<file path="config.mk">
export PLATFORM = sky130hd
export DESIGN_NAME = trail_control
export DESIGN_NICKNAME = d
export VERILOG_FILES = /design/src/logic/trail_pkg.sv /design/src/logic/trail_control.sv
export SDC_FILE = /design/constraint.sdc
export NUM_CORES = 1
export LEC_CHECK = 0
export ABC_CLOCK_PERIOD_IN_PS = 3900
export BUFFER_PORTS_ARGS = -buffer_cell sky130_fd_sc_hd__buf_2
export CAP_MARGIN = 20
export CORE_UTILIZATION = 25
export CTS_CLUSTER_DIAMETER = 80
export CTS_CLUSTER_SIZE = 12
export DETAILED_ROUTE_END_ITERATION = 8
export HOLD_SLACK_MARGIN = 0.02
export PLACE_DENSITY = 0.51
export SETUP_SLACK_MARGIN = 0.3
export SLEW_MARGIN = 20
export SYNTH_ARGS = -nofsm -noshare
export SYNTH_HDL_FRONTEND = slang
export SYNTH_SLANG_ARGS = --single-unit
</file>
<file path="constraint.sdc">
create_clock -name clk -period 3.9 [get_ports clk]
set_input_delay 0.195 -clock clk [delete_from_list [all_inputs] [get_ports clk]]
set_output_delay 0.195 -clock clk [all_outputs]
set_load 0.05 [all_outputs]
</file>
<file path="src/logic/trail_pkg.sv">
/*
 * Shared definitions for the SAT solver assignment trail
 *   Trail capacity, field widths and table address widths
 *   Sentinels for retired variables and out-of-trail reads
 *   Trail entry, push request, backtrack item and query result structs
 *   Backtrack state encoding
 */
package trail_pkg;

    // Trail depth, also the highest legal variable ID
    localparam int MAX_VARS = 256;

    // Field widths
    localparam int VAR_W    = 32;
    localparam int LEVEL_W  = 16;
    localparam int INDEX_W  = 16;
    localparam int REASON_W = 16;

    // Address of a trail slot
    localparam int TRAIL_ADDR_W = $clog2(MAX_VARS);
    // Address into tables with MAX_VARS+1 slots (variable IDs, level starts)
    localparam int VAR_ADDR_W = $clog2(MAX_VARS + 1);

    typedef logic [VAR_W-1:0]    var_t;
    typedef logic [LEVEL_W-1:0]  level_t;
    typedef logic [INDEX_W-1:0]  index_t;
    typedef logic [REASON_W-1:0] reason_t;

    // Index of a variable removed by backtrack, never below height
    localparam index_t STALE_INDEX = '1;
    // Reason returned for reads past the top of the trail
    localparam reason_t NO_REASON = '1;

    // One trail slot, 66 bits
    typedef struct packed {
        var_t    variable;
        logic    value;
        level_t  level;
        logic    is_decision;
        reason_t reason;
    } trail_entry_t;

    // Fields that come with a push strobe
    typedef struct packed {
        var_t    variable;
        logic    value;
        level_t  level;
        logic    is_decision;
        reason_t reason;
    } push_req_t;

    // Assignment streamed out during backtrack
    typedef struct packed {
        var_t variable;
        logic value;
        logic is_decision;
    } bt_item_t;

    typedef struct packed {
        logic   valid;
        level_t level;
        logic   value;
    } query_result_t;

    typedef enum logic [1:0] {IDLE, LOOP, COMPLETE} bt_state_t;

endpackage

</file>
<file path="src/logic/trail_control.sv">
/*
 * Trail control
 *   Height and current decision level registers
 *   Push acceptance and clear / truncate / backtrack priority
 *   Iterative backtrack FSM, one retired entry per cycle, newest first
 */
module trail_control (
    input  logic                    clk,
    input  logic                    reset,
    input  logic                    push,
    input  logic                    push_is_decision,
    input  trail_pkg::level_t       push_level,
    input  logic                    clear_all,
    input  logic                    truncate_en,
    input  trail_pkg::level_t       truncate_target,
    input  trail_pkg::index_t       truncate_height,
    input  logic                    backtrack_en,
    input  trail_pkg::level_t       backtrack_target,
    input  trail_pkg::trail_entry_t peek_entry,
    output logic                    push_accept,
    output trail_pkg::index_t       height,
    output trail_pkg::level_t       current_level,
    output trail_pkg::index_t       peek_index,
    output logic                    retire,
    output trail_pkg::bt_item_t     backtrack_item,
    output logic                    backtrack_done
);

    import trail_pkg::*;

    bt_state_t state;
    bt_state_t state_d;
    index_t    height_d;
    level_t    level_d;
    // One past the next entry to inspect
    index_t    bt_index;
    index_t    bt_index_d;
    level_t    bt_target;
    level_t    bt_target_d;

    logic bt_has_entry;
    logic fsm_active;

    assign push_accept = push && (height < MAX_VARS);

    // Clear and truncate preempt the backtrack FSM
    assign fsm_active = !clear_all && !truncate_en;

    assign peek_index   = (bt_index != '0) ? bt_index - 1'b1 : '0;
    assign bt_has_entry = (bt_index != '0) && (peek_entry.level > bt_target);

    assign retire         = fsm_active && (state == LOOP) && bt_has_entry;
    assign backtrack_done = fsm_active && (state == COMPLETE);

    // Removed assignment, zero between items
    always_comb begin
        backtrack_item = '0;
        if (retire) begin
            backtrack_item.variable    = peek_entry.variable;
            backtrack_item.value       = peek_entry.value;
            backtrack_item.is_decision = peek_entry.is_decision;
        end
    end

    always_comb begin
        height_d    = height;
        level_d     = current_level;
        state_d     = state;
        bt_index_d  = bt_index;
        bt_target_d = bt_target;

        // Push goes first, anything below may overwrite the height
        if (push_accept) begin
            height_d = height + 1'b1;
            if (push_is_decision) begin
                level_d = push_level;
            end
        end

        if (clear_all) begin
            height_d = '0;
            level_d  = '0;
            state_d  = IDLE;
        end else if (truncate_en) begin
            height_d = truncate_height;
            level_d  = truncate_target;
            state_d  = IDLE;
        end else begin
            case (state)
                IDLE: begin
                    if (backtrack_en) begin
                        bt_target_d = backtrack_target;
                        bt_index_d  = height;
                        state_d     = LOOP;
                    end
                end
                LOOP: begin
                    // Step down while entries sit above the target level
                    if (bt_has_entry) begin
                        bt_index_d = peek_index;
                    end else begin
                        state_d = COMPLETE;
                    end
                end
                COMPLETE: begin
                    height_d = bt_index;
                    level_d  = bt_target;
                    state_d  = IDLE;
                end
                default: begin
                    state_d = IDLE;
                end
            endcase
        end
    end

    always_ff @(posedge clk or posedge reset) begin
        if (reset) begin
            height        <= '0;
            current_level <= '0;
            state         <= IDLE;
            bt_index      <= '0;
            bt_target     <= '0;
        end else begin
            height        <= height_d;
            current_level <= level_d;
            state         <= state_d;
            bt_index      <= bt_index_d;
            bt_target     <= bt_target_d;
        end
    end

endmodule

</file>
==> impl_metrics.yaml <==
clock_tree:
  clkLatencyLatePin_ns: 0.35
  cts-root-buf: "clkbuf_16"
  cts_setup_buffers: 0
  clock_sinks: 66
  cts_resized: 0
  cts_htree_levels: 3
  numCtsBuffers: 9
  cts_tree: "done"
  clk_pin_slew_ns: 0.05
  clockBufferDepth: 2
  hold_buffers: 0
setup_path:
  worstPathRequired_ns: 3.70
  endpoint_kind: "primary output"
  crit_fanout: 56
  max_stage_delay_ns: 0.60
  startpoint_type: "flop"
  crit_type: "reg2out"
  arrival_ns: 3.13
  path_cells: "inv_1 > ha_1 > or4b_1 > nor4_4 > nor4_2 > o21a_1 > buf_4 > and2_1 > buf_2"
  crit_path_top_delay_cell: "or4b_1"
die:
  num_io_pins: 222
  die_x_um: 137
  die-area_sq_um: 18800
  die_h_um: 137
  core_area_sq_um: 18000
  rows: 49
  start_util_pct: 25.4
flow_run:
  cap_violations: 0
synth:
  synth.distinct_cells: 53
  synth_seq_cells: 66
  synth_seq_area_share_pct: 36.2
  synthCells: 577
  synth_flop_cell: "dfrtp_1"
  synth-async-reset-ratio_pct: 100
  syn_area_per_cell_sq_um: 7.92
  syn-num-nets: 732
  synth-edff-count: 0
  syn-cell-area_sq_um: 4570
  yosysWarnings: 0
routing:
  wl_per_cell_um: 16.5
  firstDrtPassIters: 5
  drt_iter0_drc: 346
  drc_errors: 0
  vias: 4751
  vias_per_cell: 4.78
  ant_nets: 0
  routed_wirelength_mm: 16.4
timing:
  finalCritPeriodShare_pct: 85.3
  setup_ws_ns: 0.572
  fin_skew_ns: 0.00503
  tns_ns: 0
  max_freq_ghz: 0.300
  hold_viol: 0
  setup_viol: 0
  layout_min_cycle_time_ns: 3.33
  slew_violations: 0
  maxSlewHeadroom_pct: 38.6
  worst_pin_slew_ns: 0.919
  rsz0062_at_grt: "false"
cells_and_area:
  area_delta_synth_final_pct: 32.5
  finish.net_count: 911
  final_layout_size_suffix_gt1_share_pct: 31.8
  layout_commonest_cell: "buf_2"
  post-route-cell-area_sq_um: 6050
  fin_util_pct: 33.7
  n_fill_cell: 1979
  final_cell_mix: "buf_2 (205), nand2_1 (95), dfrtp_1 (66)"
pwr:
  power_mw: 2.63
  p_leak_nw: 2.90
  vdd_drop_max_uv: 279
  power_density_nw_per_um2: 434
place:
  dpl_cell_area_sq_um: 5780
  routabilityCongestion: 0.821
  dpl_worst_slack_ns: 0.932
  dp_hpwl_mm: 12.1
  port_buffers: 205
global_route:
  overflow: 0
  grt_max_degree: 61
  grt_pass1_vias: 4450
  grtUsageTotal_pct: 17.8
  grt_pass1_wl_mm: 25.0
  antenna_found_initial: 3
run_status:
  outcome: "completed"
worst_hold_path:
  min_path_type: "in2reg"
routing by layer:
metal / wire (um) / global-route usage, % / vias to the layer above
met5: 0 / 0 / -
met4: 273 / 5.56 / 0
met3: 899 / 4.67 / 15
met2: 7380 / 25.9 / 132
met1: 7810 / 25.5 / 2218
li1: - / - / 2386
where the power goes:
group          total (mW)  switching [mW]  internal (mW)
combinational       0.942           0.649          0.292
clock               0.762           0.316          0.445
sequential          0.925           0.135          0.790
total                2.63            1.10           1.53
worst max-delay path, delay by kind of cell (launching register included):
| kind | cells | cell delay, ns |
|---|---|---|
| flops | 1 | 0.41 |
| buf+inv | 3 | 0.62 |
| compound gates | 1 | 0.16 |
| fa+ha+maj | 1 | 0.21 |
| simple gates | 4 | 1.38 |
flip-flops by register name, summed over array words and instances, names as in the netlist:
signal / cells
state: 2
bt_index: 16
bt_target: 16
current_level: 16
height: 16
stage by stage:
step / hold slack [ns] / std cells
global placement: 0.391 / 974
floorplan: 0.300 / 577
finish: 0.0459 / 993
detailed placement: 0.401 / 974
CTS: 0.0385 / 990
global route: 0.0419 / 993
cells by family (layout without fill, tap and decap cells):
| group | after synthesis | count (layout) | synth area share (%) |
|---|---|---|---|
| buf+inv | 73 | 257 | 6.44 |
| other cells | 0 | 3 | 0 |
| fa+ha+maj | 18 | 18 | 4.93 |
| flops | 66 | 66 | 36.2 |
| xor+xnor | 19 | 19 | 3.64 |
| mux | 6 | 6 | 1.59 |
| simple gates | 242 | 242 | 26.2 |
| compound gates | 153 | 153 | 21.0 |
final timing paths:
check                               startpoint                  to  slack [ns]  cells past startpoint
setup / recovery                   bt_index[0]  backtrack_item[16]        0.57                      9
hold / removal             backtrack_target[0]        bt_target[0]        0.05                      3
setup reg to reg                   bt_index[0]        bt_index[13]        0.92                      9
hold reg to reg               current_level[5]    current_level[5]        0.47                      2
max in group asynchronous                reset        bt_index[12]        2.91                      3
min in group asynchronous                reset   current_level[14]        0.06                      2
cells in the mapped netlist, drive strengths merged (3+ instances only):
library cell	instances	share of area [%]
or2	3	0.41
nor4	9	1.8
a21oi	56	6.1
o221a	6	1.5
mux2	4	1.2
or3	6	0.82
dfrtp	66	36
xor2	6	1.2
inv	26	2.1
nor3	23	2.5
o21ai	33	3.6
ha	18	4.9
a2111oi	4	0.77
nand2	95	7.8
xnor2	13	2.5
a211oi	8	1.3
o31ai	24	3.9
and2	35	4.8
a22oi	3	0.49
buf	6	0.93
nand3	6	0.66
nand4	10	1.4
nor2	37	3.1
o21a	4	0.66
nand2b	5	0.68
clkbuf	41	3.4
and3	3	0.41
layout make-up:
class / instances / area, sq um / share of cell area [%]
flip-flops and latches: 66 / 1650 / 27.3
clock buffers: 13 / 250 / 4.13
repair buffers: 215 / 1100 / 18.2
well taps: 229 / 287 / 4.73
clock inverters: 3 / 15.0 / 0.248
diodes: 3 / 7.51 / 0.124
multi-input cells: 438 / 2640 / 43.7
inverters: 26 / 97.6 / 1.61
Note: power is estimated with default switching activity, not from simulation.
